$ cat config.mk
export PLATFORM = sky130hd
export DESIGN_NAME = stack_core
export DESIGN_NICKNAME = d
export VERILOG_FILES = /design/src/hw/core_pkg.sv /design/src/hw/lifo_stack.sv /design/src/hw/alu.sv /design/src/hw/instr_fetch.sv /design/src/hw/instr_dec.sv /design/src/hw/exec_unit.sv /design/src/hw/io_ctrl.sv /design/src/hw/stack_core.sv
export SDC_FILE = /design/constraint.sdc
export NUM_CORES = 1
export LEC_CHECK = 0
export ABC_AREA = 1
export BUFFER_PORTS_ARGS = -buffer_cell sky130_fd_sc_hd__buf_4
export CORE_MARGIN = 8
export CORE_UTILIZATION = 30
export DETAILED_ROUTE_END_ITERATION = 10
export PLACE_DENSITY_LB_ADDON = 0.08
export SLEW_MARGIN = 20
export SYNTH_ARGS = -nofsm -noshare
export SYNTH_HDL_FRONTEND = slang
export SYNTH_HIERARCHICAL = 1
export SYNTH_SLANG_ARGS = --single-unit
$ cat constraint.sdc
create_clock -name clk -period 4.6 [get_ports clk]
set_clock_uncertainty 0.05 [all_clocks]
set_input_delay 0.23 -clock clk [delete_from_list [all_inputs] [get_ports clk]]
set_output_delay 0.23 -clock clk [all_outputs]
set_load 0.005 [all_outputs]
$ cat src/hw/core_pkg.sv
/*
 * Shared field widths and encodings for the stack processor core.
 * Modules pull these in with a wildcard import in their header.
 */

`default_nettype none

package core_pkg;

	// Instruction fields ---------------
	localparam int NBOPCO = 5;
	localparam int NBOPER = 9;
	localparam int NBINST = NBOPCO + NBOPER;

	// Opcodes, anything not listed runs as NOP
	typedef enum logic [NBOPCO-1:0] {
		NOP   = 5'd0,
		LOD   = 5'd1,
		SET   = 5'd2,
		PSH   = 5'd3,
		POP   = 5'd4,
		INN   = 5'd5,
		OUT   = 5'd6,
		ADD   = 5'd7,
		S_ADD = 5'd8,
		AND   = 5'd9,
		LES   = 5'd10,
		JMP   = 5'd15,
		JIZ   = 5'd16,
		CAL   = 5'd17,
		RET   = 5'd18
	} opcode_e;

	// ALU functions ---------------
	// PASS forwards in2 (acc or input), LOAD forwards in1 (memory or stack)
	typedef enum logic [2:0] {
		ALU_PASS = 3'd0,
		ALU_LOAD = 3'd1,
		ALU_ADD  = 3'd2,
		ALU_AND  = 3'd3,
		ALU_LES  = 3'd4
	} alu_op_e;

endpackage

`default_nettype wire

$ cat src/hw/lifo_stack.sv
/*
 * Pointer based LIFO. Serves as the return address stack in the fetch
 * unit and as the data stack in the core. Wraps silently when misused.
 */

`timescale 1ns/1ns
`default_nettype none

module lifo_stack #(
	parameter int DEPTH = 8,
	parameter int WIDTH = 16
) (
	input  logic             clk,
	input  logic             rst,
	input  logic             push,
	input  logic             pop,
	input  logic [WIDTH-1:0] data_in,
	output logic [WIDTH-1:0] top
);

	localparam int PW = (DEPTH > 1) ? $clog2(DEPTH) : 1;

	logic [WIDTH-1:0] mem [DEPTH];
	logic [PW-1:0]    ptr;
	logic [PW-1:0]    ptr_dec;

	// Pointer always addresses the next free slot
	assign ptr_dec = ptr - 1'b1;

	always_ff @(posedge clk or posedge rst) begin
		if (rst) begin
			ptr <= '0;
		end else if (push) begin
			ptr <= ptr + 1'b1;
		end else if (pop) begin
			ptr <= ptr_dec;
		end
	end

	always_ff @(posedge clk) begin
		if (push) begin
			mem[ptr] <= data_in;
		end
	end

	assign top = mem[ptr_dec];

endmodule

`default_nettype wire

$ cat src/hw/alu.sv
/*
 * Integer ALU, purely combinational. in1 carries memory or stack data,
 * in2 carries the accumulator or the sampled input port.
 */

`timescale 1ns/1ns
`default_nettype none

module alu import core_pkg::*; #(
	parameter int NUBITS = 16
) (
	input  alu_op_e           op,
	input  logic [NUBITS-1:0] in1,
	input  logic [NUBITS-1:0] in2,
	output logic [NUBITS-1:0] result
);

	logic less;

	// LES compares mem against acc as two's complement
	assign less = $signed(in1) < $signed(in2);

	always_comb begin
		case (op)
			ALU_PASS: result = in2;
			ALU_LOAD: result = in1;
			ALU_ADD:  result = in1 + in2;
			ALU_AND:  result = in1 & in2;
			ALU_LES:  result = {{(NUBITS-1){1'b0}}, less};
			default:  result = in2;
		endcase
	end

endmodule

`default_nettype wire

$ cat src/hw/instr_fetch.sv
/*
 * Program counter and next address logic. Jumps, calls and returns are
 * resolved in the decode cycle so the target is fetched with no bubble.
 */

`timescale 1ns/1ns
`default_nettype none

module instr_fetch import core_pkg::*; #(
	parameter int SDEPTH = 8
) (
	input  logic              clk,
	input  logic              rst,
	input  logic [NBINST-1:0] instr,
	input  logic              result_lsb,
	output logic [NBOPER-1:0] instr_addr
);

	opcode_e           opcode;
	logic [NBOPER-1:0] operand;
	logic              is_jmp;
	logic              is_jiz;
	logic              is_cal;
	logic              is_ret;
	logic              load_operand;
	logic [NBOPER-1:0] pc;
	logic [NBOPER-1:0] ret_addr;
	logic [NBOPER-1:0] next_addr;

	assign opcode  = opcode_e'(instr[NBINST-1:NBOPER]);
	assign operand = instr[NBOPER-1:0];

	// Branch decode ---------------
	assign is_jmp = (opcode == JMP);
	assign is_jiz = (opcode == JIZ);
	assign is_cal = (opcode == CAL);
	assign is_ret = (opcode == RET);

	// JIZ looks at the result of the instruction in execute
	assign load_operand = is_jmp | is_cal | (is_jiz & ~result_lsb);

	// Return stack holds the address after each call
	lifo_stack #(
		.DEPTH(SDEPTH),
		.WIDTH(NBOPER)
	) u_ret_stack (
		.clk    (clk),
		.rst    (rst),
		.push   (is_cal),
		.pop    (is_ret),
		.data_in(pc),
		.top    (ret_addr)
	);

	always_comb begin
		if (is_ret) begin
			next_addr = ret_addr;
		end else if (load_operand) begin
			next_addr = operand;
		end else begin
			next_addr = pc;
		end
	end

	// Word 0 is fetched while reset is held
	assign instr_addr = rst ? '0 : next_addr;

	// PC runs one ahead of the address on the bus
	always_ff @(posedge clk or posedge rst) begin
		if (rst) begin
			pc <= NBOPER'(1);
		end else begin
			pc <= next_addr + 1'b1;
		end
	end

endmodule

`default_nettype wire

$ cat src/hw/instr_dec.sv
/*
 * Instruction decoder. Gives the decode cycle strobes for the stack,
 * memory read and input port, and registers the execute stage controls.
 */

`timescale 1ns/1ns
`default_nettype none

module instr_dec import core_pkg::*; (
	input  logic              clk,
	input  logic              rst,
	input  logic [NBINST-1:0] instr,
	output logic              dsp_push,
	output logic              dsp_pop,
	output logic              in_req,
	output logic              out_req,
	output alu_op_e           alu_op,
	output logic              in1_from_stack,
	output logic              in2_from_io,
	output logic              mem_wr,
	output logic [NBOPER-1:0] mem_addr_rd,
	output logic [NBOPER-1:0] mem_addr_wr
);

	opcode_e opcode;
	alu_op_e op_d;
	logic    stk_d;
	logic    io_d;
	logic    wr_d;
	logic    out_d;

	assign opcode      = opcode_e'(instr[NBINST-1:NBOPER]);
	assign mem_addr_rd = instr[NBOPER-1:0];

	// Decode cycle ---------------
	always_comb begin
		dsp_push = 1'b0;
		dsp_pop  = 1'b0;
		in_req   = 1'b0;
		op_d     = ALU_PASS;
		stk_d    = 1'b0;
		io_d     = 1'b0;
		wr_d     = 1'b0;
		out_d    = 1'b0;
		case (opcode)
			LOD: op_d = ALU_LOAD;
			SET: wr_d = 1'b1;
			PSH: dsp_push = 1'b1;
			POP: begin
				dsp_pop = 1'b1;
				stk_d   = 1'b1;
				op_d    = ALU_LOAD;
			end
			INN: begin
				in_req = 1'b1;
				io_d   = 1'b1;
			end
			OUT: out_d = 1'b1;
			ADD: op_d = ALU_ADD;
			S_ADD: begin
				dsp_pop = 1'b1;
				stk_d   = 1'b1;
				op_d    = ALU_ADD;
			end
			AND: op_d = ALU_AND;
			LES: op_d = ALU_LES;
			// Branches are handled in fetch, acc just holds
			default: op_d = ALU_PASS;
		endcase
	end

	// Execute stage controls ---------------
	always_ff @(posedge clk or posedge rst) begin
		if (rst) begin
			alu_op         <= ALU_PASS;
			in1_from_stack <= 1'b0;
			in2_from_io    <= 1'b0;
			mem_wr         <= 1'b0;
			mem_addr_wr    <= '0;
			out_req        <= 1'b0;
		end else begin
			alu_op         <= op_d;
			in1_from_stack <= stk_d;
			in2_from_io    <= io_d;
			mem_wr         <= wr_d;
			mem_addr_wr    <= mem_addr_rd;
			out_req        <= out_d;
		end
	end

endmodule

`default_nettype wire

$ cat src/hw/exec_unit.sv
/*
 * Execute stage. Picks the ALU operands, runs the ALU and keeps the
 * accumulator, which takes the ALU result at the end of every cycle.
 */

`timescale 1ns/1ns
`default_nettype none

module exec_unit import core_pkg::*; #(
	parameter int NUBITS = 16
) (
	input  logic              clk,
	input  logic              rst,
	input  alu_op_e           alu_op,
	input  logic              in1_from_stack,
	input  logic              in2_from_io,
	input  logic [NUBITS-1:0] stack_top,
	input  logic [NUBITS-1:0] mem_data_rd,
	input  logic [NUBITS-1:0] io_in,
	output logic [NUBITS-1:0] result,
	output logic [NUBITS-1:0] acc,
	output logic              result_lsb
);

	logic [NUBITS-1:0] stk_q;
	logic [NUBITS-1:0] io_q;
	logic [NUBITS-1:0] in1;
	logic [NUBITS-1:0] in2;

	// Capture stack top and input port as decode ends
	always_ff @(posedge clk) begin
		stk_q <= stack_top;
		io_q  <= io_in;
	end

	// Operand select ---------------
	assign in1 = in1_from_stack ? stk_q : mem_data_rd;
	assign in2 = in2_from_io ? io_q : acc;

	alu #(
		.NUBITS(NUBITS)
	) u_alu (
		.op    (alu_op),
		.in1   (in1),
		.in2   (in2),
		.result(result)
	);

	always_ff @(posedge clk or posedge rst) begin
		if (rst) begin
			acc <= '0;
		end else begin
			acc <= result;
		end
	end

	// Condition bit for JIZ in fetch
	assign result_lsb = result[0];

endmodule

`default_nettype wire

$ cat src/hw/io_ctrl.sv
/*
 * Numbered I/O port control. Input requests go out in the decode cycle,
 * the output port address is carried into the execute cycle.
 */

`timescale 1ns/1ns
`default_nettype none

module io_ctrl import core_pkg::*; #(
	parameter int NBIOIN = 2,
	parameter int NBIOOU = 2
) (
	input  logic              clk,
	input  logic              rst,
	input  logic              in_req,
	input  logic              out_req,
	input  logic [NBOPER-1:0] operand,
	output logic              req_in,
	output logic [NBIOIN-1:0] addr_in,
	output logic              out_en,
	output logic [NBIOOU-1:0] addr_out
);

	// Input side, same cycle as decode
	assign req_in  = in_req;
	assign addr_in = operand[NBIOIN-1:0];

	// Output side ---------------
	// out_req already sits in execute, line the port address up with it
	always_ff @(posedge clk or posedge rst) begin
		if (rst) begin
			addr_out <= '0;
		end else begin
			addr_out <= operand[NBIOOU-1:0];
		end
	end

	assign out_en = out_req;

endmodule

`default_nettype wire

$ cat src/hw/stack_core.sv
/*
 * Two stage stack processor top level. Connect synchronous instruction and
 * data memories with one cycle read latency and the numbered I/O ports.
 */

`timescale 1ns/1ns
`default_nettype none

module stack_core import core_pkg::*; #(
	parameter int NUBITS = 16,
	parameter int SDEPTH = 8,
	parameter int DDEPTH = 8,
	parameter int NBIOIN = 2,
	parameter int NBIOOU = 2
) (
	input  logic              clk,
	input  logic              rst,
	// Instruction memory
	output logic [NBOPER-1:0] instr_addr,
	input  logic [NBINST-1:0] instr,
	// Data memory
	output logic [NBOPER-1:0] mem_addr_rd,
	input  logic [NUBITS-1:0] mem_data_rd,
	output logic              mem_wr,
	output logic [NBOPER-1:0] mem_addr_wr,
	output logic [NUBITS-1:0] mem_data_wr,
	// I/O ports
	output logic              req_in,
	output logic [NBIOIN-1:0] addr_in,
	input  logic [NUBITS-1:0] io_in,
	output logic              out_en,
	output logic [NBIOOU-1:0] addr_out,
	output logic [NUBITS-1:0] io_out
);

	logic              result_lsb;
	logic              dsp_push;
	logic              dsp_pop;
	logic              in_req;
	logic              out_req;
	alu_op_e           alu_op;
	logic              in1_from_stack;
	logic              in2_from_io;
	logic [NUBITS-1:0] stack_top;
	logic [NUBITS-1:0] result;

	// Fetch and decode ---------------
	instr_fetch #(
		.SDEPTH(SDEPTH)
	) u_fetch (
		.clk       (clk),
		.rst       (rst),
		.instr     (instr),
		.result_lsb(result_lsb),
		.instr_addr(instr_addr)
	);

	instr_dec u_dec (
		.clk           (clk),
		.rst           (rst),
		.instr         (instr),
		.dsp_push      (dsp_push),
		.dsp_pop       (dsp_pop),
		.in_req        (in_req),
		.out_req       (out_req),
		.alu_op        (alu_op),
		.in1_from_stack(in1_from_stack),
		.in2_from_io   (in2_from_io),
		.mem_wr        (mem_wr),
		.mem_addr_rd   (mem_addr_rd),
		.mem_addr_wr   (mem_addr_wr)
	);

	// Data path ---------------
	// Push stores what the accumulator takes at the same edge
	lifo_stack #(
		.DEPTH(DDEPTH),
		.WIDTH(NUBITS)
	) u_data_stack (
		.clk    (clk),
		.rst    (rst),
		.push   (dsp_push),
		.pop    (dsp_pop),
		.data_in(result),
		.top    (stack_top)
	);

	exec_unit #(
		.NUBITS(NUBITS)
	) u_exec (
		.clk           (clk),
		.rst           (rst),
		.alu_op        (alu_op),
		.in1_from_stack(in1_from_stack),
		.in2_from_io   (in2_from_io),
		.stack_top     (stack_top),
		.mem_data_rd   (mem_data_rd),
		.io_in         (io_in),
		.result        (result),
		.acc           (io_out),
		.result_lsb    (result_lsb)
	);

	assign mem_data_wr = result;

	io_ctrl #(
		.NBIOIN(NBIOIN),
		.NBIOOU(NBIOOU)
	) u_io (
		.clk     (clk),
		.rst     (rst),
		.in_req  (in_req),
		.out_req (out_req),
		.operand (mem_addr_rd),
		.req_in  (req_in),
		.addr_in (addr_in),
		.out_en  (out_en),
		.addr_out(addr_out)
	);

endmodule

`default_nettype wire

# After elaboration in Yosys (flattened, before gate mapping)
# Memories as Yosys holds them, arrays and structs flattened. A register that Yosys moved wholly into a read port is not among the register bits.
# Index checks and enable logic that the tools add are counted.
[totals] output_inout_bits=66 ramBits=200 mem_count=2 latch_bits=0 mem_bits_ro=0 word_cells=69 register_bits=65
[memory_table] memory="u_data_stack.mem" depth=8 word_bits=16 rd=1 rd_clocked_by_memory_dff=1 wr=1 line_no="lifo_stack.sv:23" text="logic [WIDTH-1:0] mem [DEPTH];"
[memory_table] memory="u_fetch.u_ret_stack.mem" depth=8 word_bits=9 rd=1 rd_clocked_by_memory_dff=0 wr=1 line_no="lifo_stack.sv:23"
[op_classes] div_mod_pow=0 n_mul=0 eq_ne=18 add_sub_neg=6 mux=20 reduce_logical=5 magnitude_cmp=1 bitwise_logic=5 shift=0
[ops] cell="$pmux W16 S4" n=1
[ops] cell="$mux W16" n=2
[ops] cell="$mux W9" n=3
[ops] cell="$eq A5 B3 Y1 const B" n=4
[ops] cell="$eq A5 B4 Y1 const B" n=4
[ops] cell="$add A16 B16 Y16" n=1
[ops] cell="$and A16 B16 Y16" n=1
[ops] cell="$lt A16 B16 Y1" n=1
[ops] cell="$eq A5 B5 Y1 const B" n=3
[ops] cell="$mux W3" n=4
[ops] cell="$pmux W3 S4" n=1
[ops] cell="$eq A5 B2 Y1 const B" n=2
[ops] cell="$add A9 B1 Y9 const B" n=1
[ops] cell="$mux W1" n=9
[ops] cell="$add A3 B1 Y3 const B" n=2
[ops] cell="$eq A3 B2 Y1 const B" n=2
[ops] cell="$reduce_or A2 Y1" n=3
[ops] cell="$sub A3 B1 Y3 const B" n=2
[ops] cell="$eq A5 B1 Y1 const B" n=1
[ops] cell="$reduce_bool A2 Y1" n=2
[ops] cell="$eq A3 B1 Y1 const B" n=1
[ops] cell="$eq A3 B3 Y1 const B" n=1
[ops] cell="$or A1 B1 Y1" n=2
[ops] cell="$and A1 B1 Y1" n=1
[ops] cell="$not A1 Y1" n=1

# Depth between registers and ports, before layout
[depth] ltp_word=9 depth_mapped=31 ltp_nobuf=29

# Modules after synthesis
# The synthesis kept the hierarchy.
[by_module_without_submodules] mod="lifo_stack at u_data_stack" cells_each=590 n_inst=1 seq_area_each_um2=3918.8 area_per_inst_um2=5810.6
[by_module_without_submodules] mod="lifo_stack at u_fetch.u_ret_stack" cells_each=348 n_inst=1 seq_area_each_um2=2237.1 area_per_inst_um2=3402.0
[by_module_without_submodules] mod="alu" cells_each=328 n_inst=1 seq_area_each_um2=0.0 area_per_inst_um2=1746.7
[by_module_without_submodules] mod="exec_unit" cells_each=154 n_inst=1 seq_area_each_um2=1041.0 area_per_inst_um2=1514.0
[by_module_without_submodules] mod="instr_fetch" cells_each=132 n_inst=1 seq_area_each_um2=226.5 area_per_inst_um2=818.3
[by_module_without_submodules] mod="instr_dec" cells_each=54 n_inst=1 seq_area_each_um2=400.4 area_per_inst_um2=596.8
[by_module_without_submodules] mod="io_ctrl" cells_each=7 n_inst=1 seq_area_each_um2=50.0 area_per_inst_um2=83.8

# Worst setup path after synthesis
# Ideal clock, no wire load.
[synth_path] path_type="reg-to-reg" start="register u_dec.in2_from_io" end="register u_fetch.pc[8]" slack_ns=1.034 n_path_buf=3 t_arrival_ns=3.399 stages_incl_launch_ff=29 cell_sequence="dfrtp_1 buf_6 inv_6 buf_6 nand2_1 nand2_1 inv_1 ha_1 inv_2 nor3_2 nand2_1 nand2_1 nand2_1 nand3_1 nand3_1 a21oi_1 buf_4 nand2_1 nand3_4 nand2_2 nand2_1 nand3_1 nand2_2 ha_1 nand2_2 nor2_4 nand2_1 nand2_1 nand2_1"
[synth_between] elab_chain_cells=9 elab_cells_between_ends=11
[synth_lines] element="start, declared" line_no="instr_dec.sv:19" text="output logic in2_from_io,"
[synth_lines] element="start signal, assigned" line_no="instr_dec.sv:84" text="in2_from_io <= io_d;"
[synth_lines] element="$mux W16" line_no="exec_unit.sv:38" text="assign in2 = in2_from_io ? io_q : acc;"
[synth_lines] element="net u_exec.in2[5]" line_no="exec_unit.sv:28" text="logic [NUBITS-1:0] in2;"
[synth_lines] element="$lt A16 B16 Y1" line_no="alu.sv:21" text="assign less = $signed(in1) < $signed(in2);"
[synth_lines] element="$pmux W16 S4" line_no="alu.sv:24" text="case (op)"
[synth_lines] element="net mem_data_wr[0]" line_no="stack_core.sv:26" text="output logic [NUBITS-1:0] mem_data_wr,"
[synth_lines] element="$not A1 Y1" line_no="instr_fetch.sv:40" text="assign load_operand = is_jmp | is_cal | (is_jiz & ~result_lsb);"
[synth_lines] element="$and A1 B1 Y1" line_no="instr_fetch.sv:40"
[synth_lines] element="$or A1 B1 Y1" line_no="instr_fetch.sv:40"
[synth_lines] element="$mux W9" line_no="instr_fetch.sv:58" text="end else if (load_operand) begin"
[synth_lines] element="$mux W9" line_no="instr_fetch.sv:56" text="if (is_ret) begin"
[synth_lines] element="$add A9 B1 Y9" line_no="instr_fetch.sv:73" text="pc <= next_addr + 1'b1;"
[synth_lines] element="end signal, assigned" line_no="instr_fetch.sv:73"
[synth_lines] element="end, declared" line_no="instr_fetch.sv:26" text="logic [NBOPER-1:0] pc;"
# The timed path passes the listed nets, and every way through them passes these cells.
# A chain may end at the register's enable or synchronous reset.

# Worst setup path after layout
[layout_path] start="register u_dec.in2_from_io" end="output port mem_data_wr[12]"
[layout_between] elab_chain_cells=3 elab_cells_between_ends=4
[layout_lines] element="$mux W16" line_no="exec_unit.sv:38"
[layout_lines] element="net u_exec.in2[0]" line_no="exec_unit.sv:28"
[layout_lines] element="$add A16 B16 Y16" line_no="alu.sv:27" text="ALU_ADD: result = in1 + in2;"
[layout_lines] element="$pmux W16 S4" line_no="alu.sv:24"
[layout_lines] element="end, declared" line_no="stack_core.sv:26"
# The timed path passes the listed nets, and every way through them passes these cells.

==> impl_metrics.csv <==
group,metric,value,unit
clocking,clkSlewWorstSetupHoldPaths,0.06,ns
finish,drive_gt1_frac,0.139,
sta,fin_crit_sh,0.908,
clocking,cts_buffer_depth,3,
worst_setup_path,reg2reg_slack,0.85,ns
sta,hold_viol_final,0,
synthesis,post_synth_num_cell_types,48,
clocking,clkSinkCount,281,
worst_setup_path,regToRegEndpoint,"u_fetch/pc[8]$_DFF_PP0_",
synthesis,yosysTopAreaCell,"edfxtp_1",
finish,fin_util,0.364,
pwr,power_leakage,8.10,nW
worst_setup_path,start_kind,"register",
status,status,"finished, final reports clean",
pwr,vdd_drop_max,0.301,mV
placed_design,dp_hpwl,26.1,mm
worst_setup_path,crit_type,"register to output pin",
synthesis,synthesis.nets,1699,
route,vias_per_cell,4.32,
route,drc_errors,0,
synthesis,synthTopCellsByCount,"nand2_1 (590), inv_1 (305), edfxtp_1 (200)",
global_routing,grt_max_degree,67,
clocking,cts_tree,"yes",
synthesis,synth_area,14000,µm²
job,drv_cap,0,
worst_setup_path,endpoint_kind,"output pin",
finish,final_nets,1842,
clocking,root_buffer,"clkbuf_16",
clocking,cts_max_level,2,
floorplan,ios,114,
finish,multi_input_area,4480,µm²
sta,fin_crit,4.18,ns
worst_setup_path,r2r_start,"u_dec/in2_from_io$_DFF_PP0_",
finish,antenna_cells,0,
synthesis,yosysSeqAreaShare,0.564,
synthesis,synth_top_cell_area_share,0.430,
worst_setup_path,endpoint,"mem_data_wr[12]",
route,detail_route.first_pass.iterations,5,
synthesis,synth-edff-count,200,
clocking,numCtsBuffers,35,
floorplan,fp.dieH,232,µm
worst_setup_path,worst-path-max-fanout,11,
finish,area_growth_syn_to_layout,20.4,%
min_path,min_path_type,"input port to register",
route,wl,39.8,mm
floorplan,die_area,53700,µm²
global_routing,grt-ovfl-total,0,
global_routing,grt_pass1_vias,10502,
worst_setup_path,reg2reg_depth,26,
synthesis,synth_most_common_cell,"nand2_1",
floorplan,fp.dieW,232,µm
finish,regArea,7880,µm²
floorplan,core,46300,µm²
clocking,worstSkewPairLatency,0.54,ns
sta,fin_tns_setup,0,ns
floorplan,initial_core_util,0.302,
synthesis,syn-instance-count,1613,
worst_setup_path,cp-startpoint,"u_dec/in2_from_io$_DFF_PP0_",
synthesis,async_reset_ff_frac,0.174,
sta,slew_viol_final,0,
finish,fillers,4788,
pwr,power_density,599,nW/µm²
route,drt-wirelength-per-cell,16.7,µm
sta,relSlewSlack,0.231,
route,drt_iter0_drc,562,
sta,setup_viol,0,
sta,rsz0062_at_grt,"false",
synthesis,ys.warnings.count,6,
worst_setup_path,arrival,3.90,ns
route,antenna_left,0,
synthesis,yosys-top-cells-area,"edfxtp_1 (43%), nand2_1 (16%), dfrtp_1 (8.6%), inv_1 (8.2%), nand3_1 (5.8%)",
global_routing,grt_pass1_wl,61.6,mm
sta,fin_hold_ws,0.0619,ns
sta,fmax,0.239,GHz
synthesis,synthFlopType,"edfxtp_1",
global_routing,grtUsageTotal,0.149,
placed_design,io_buffers,113,
global_routing,antenna_found_initial,0,
synthesis,syn_area_per_cell,8.66,µm²
floorplan,fp-row-count,79,
placed_design,place_congestion,0.876,
worst_setup_path,required,4.32,ns
route,route.vias.total,10328,
synthesis,yosys_register_bits,281,
sta,worstMarginPinSlew,1.15,ns
## worst min-delay path by stage
stage                                            end  cells after the start      start  slack (ns)
after floorplan           u_io/addr_out[0]$_DFF_PP0_                      1        rst       -0.08
after global placement    u_io/addr_out[1]$_DFF_PP0_                      2        rst        0.15
after detailed placement  u_io/addr_out[0]$_DFF_PP0_                      2        rst        0.16
after CTS                    u_dec/out_req$_DFF_PP0_                      4  instr[13]        0.02
after global routing          u_dec/mem_wr$_DFF_PP0_                      4  instr[13]        0.05
final                         u_dec/mem_wr$_DFF_PP0_                      4  instr[13]        0.06
## what timing repair did
item | CTS | global route
hold buffers | 36 | 0
endpoints found under the hold margin | 82 | 0
setup buffers | 0 | 0
gates resized for setup | 0 | 2
setup endpoints to repair | 0 | 10
## report_power, final
part	leakage [nW]	total [mW]	switching (mW)	internal, mW
Combinational	4.87	3.98	2.73	1.25
Sequential	2.67	3.40	0.220	3.18
Clock	0.554	2.68	1.07	1.61
Total	8.10	10.1	4.03	6.04
## layout make-up
class                      count  area share
sequential                   281       0.468
multi-input combinational    948       0.267
timing repair buffer         168      0.0804
inverter                     322      0.0728
clock buffer                  49      0.0583
tap                          607      0.0452
clock inverter                14     0.00841
## worst max-delay path, cell delays in order, from the launching register on
cell	delay (ns)
dfrtp_2	0.55
buf_4	0.22
nand2_1	0.06
nand2_1	0.12
ha_1	0.17
inv_1	0.08
fa_1	0.41
inv_1	0.10
nand2_1	0.07
a21oi_1	0.31
nand3_1	0.19
nand3_1	0.13
nand2_1	0.05
nand3_1	0.06
nand4_1	0.47
buf_4	0.34
## flip-flops by register name, indices dropped and copies added (netlist names)
name                     flops
u_exec/io_q                 16
u_io/addr_out                2
u_data_stack/ptr             3
u_dec/out_req                1
u_dec/in2_from_io            1
u_dec/mem_wr                 1
u_data_stack/mem           128
u_dec/in1_from_stack         1
u_fetch/pc                   9
u_fetch/u_ret_stack/mem     72
u_exec/acc                  16
u_fetch/u_ret_stack/ptr      3
u_dec/mem_addr_wr            9
u_exec/stk_q                16
u_dec/alu_op                 3
## metrics by stage
step                      cell area (µm²)  cells  worst slack (ns)  total power [mW]
after floorplan                     14000   1613              1.03              6.08
after global placement              15300   2290             0.706              7.55
after detailed placement            15300   2290             0.629              7.54
after CTS                           16800   2389             0.107              10.3
after global routing                16800   2389            0.0284              10.8
final                               16800   2389             0.422              10.1
## layout by cell type, fill, tap and decap left out, types with 4 or more instances in the layout
cell,Yosys,layout
edfxtp_1,200,200
clkbuf_1,10,10
nand2_2,11,11
nand3b_1,4,4
inv_2,12,12
nor3_1,5,5
clkinv_2,0,7
buf_4,27,132
xor2_1,7,7
clkbuf_16,0,36
dlygate4sd3_1,0,36
nand3_1,162,162
nand3_2,4,4
dfxtp_1,32,32
o21ai_0,7,7
nor2_2,6,18
nand4_1,12,12
nand2_1,590,590
nor2_1,55,43
o2111ai_1,6,5
inv_1,305,305
ha_1,37,37
dfrtp_1,48,45
a21oi_1,19,19
## routing by layer
metal	track usage	vias to the layer above	routed length, µm
met1	0.182	4845	17700
met3	0.0253	51	1280
met5	0	-	0
met2	0.263	155	19900
met4	0.0500	0	985
li1	-	5277	-
## cells by family (layout without fill, tap and decap cells)
logic type | after synthesis | in the layout | synth area share
and+or+nand+nor | 857 | 857 | 0.257
buffers and inverters | 384 | 553 | 0.118
DFF | 281 | 281 | 0.564
AOI/OAI and AO/OA | 44 | 44 | 0.0200
adders and majority gates | 38 | 38 | 0.0346
xor gates and xnor gates | 9 | 9 | 0.00672
No activity file was read; power rests on OpenSTA's default activity.
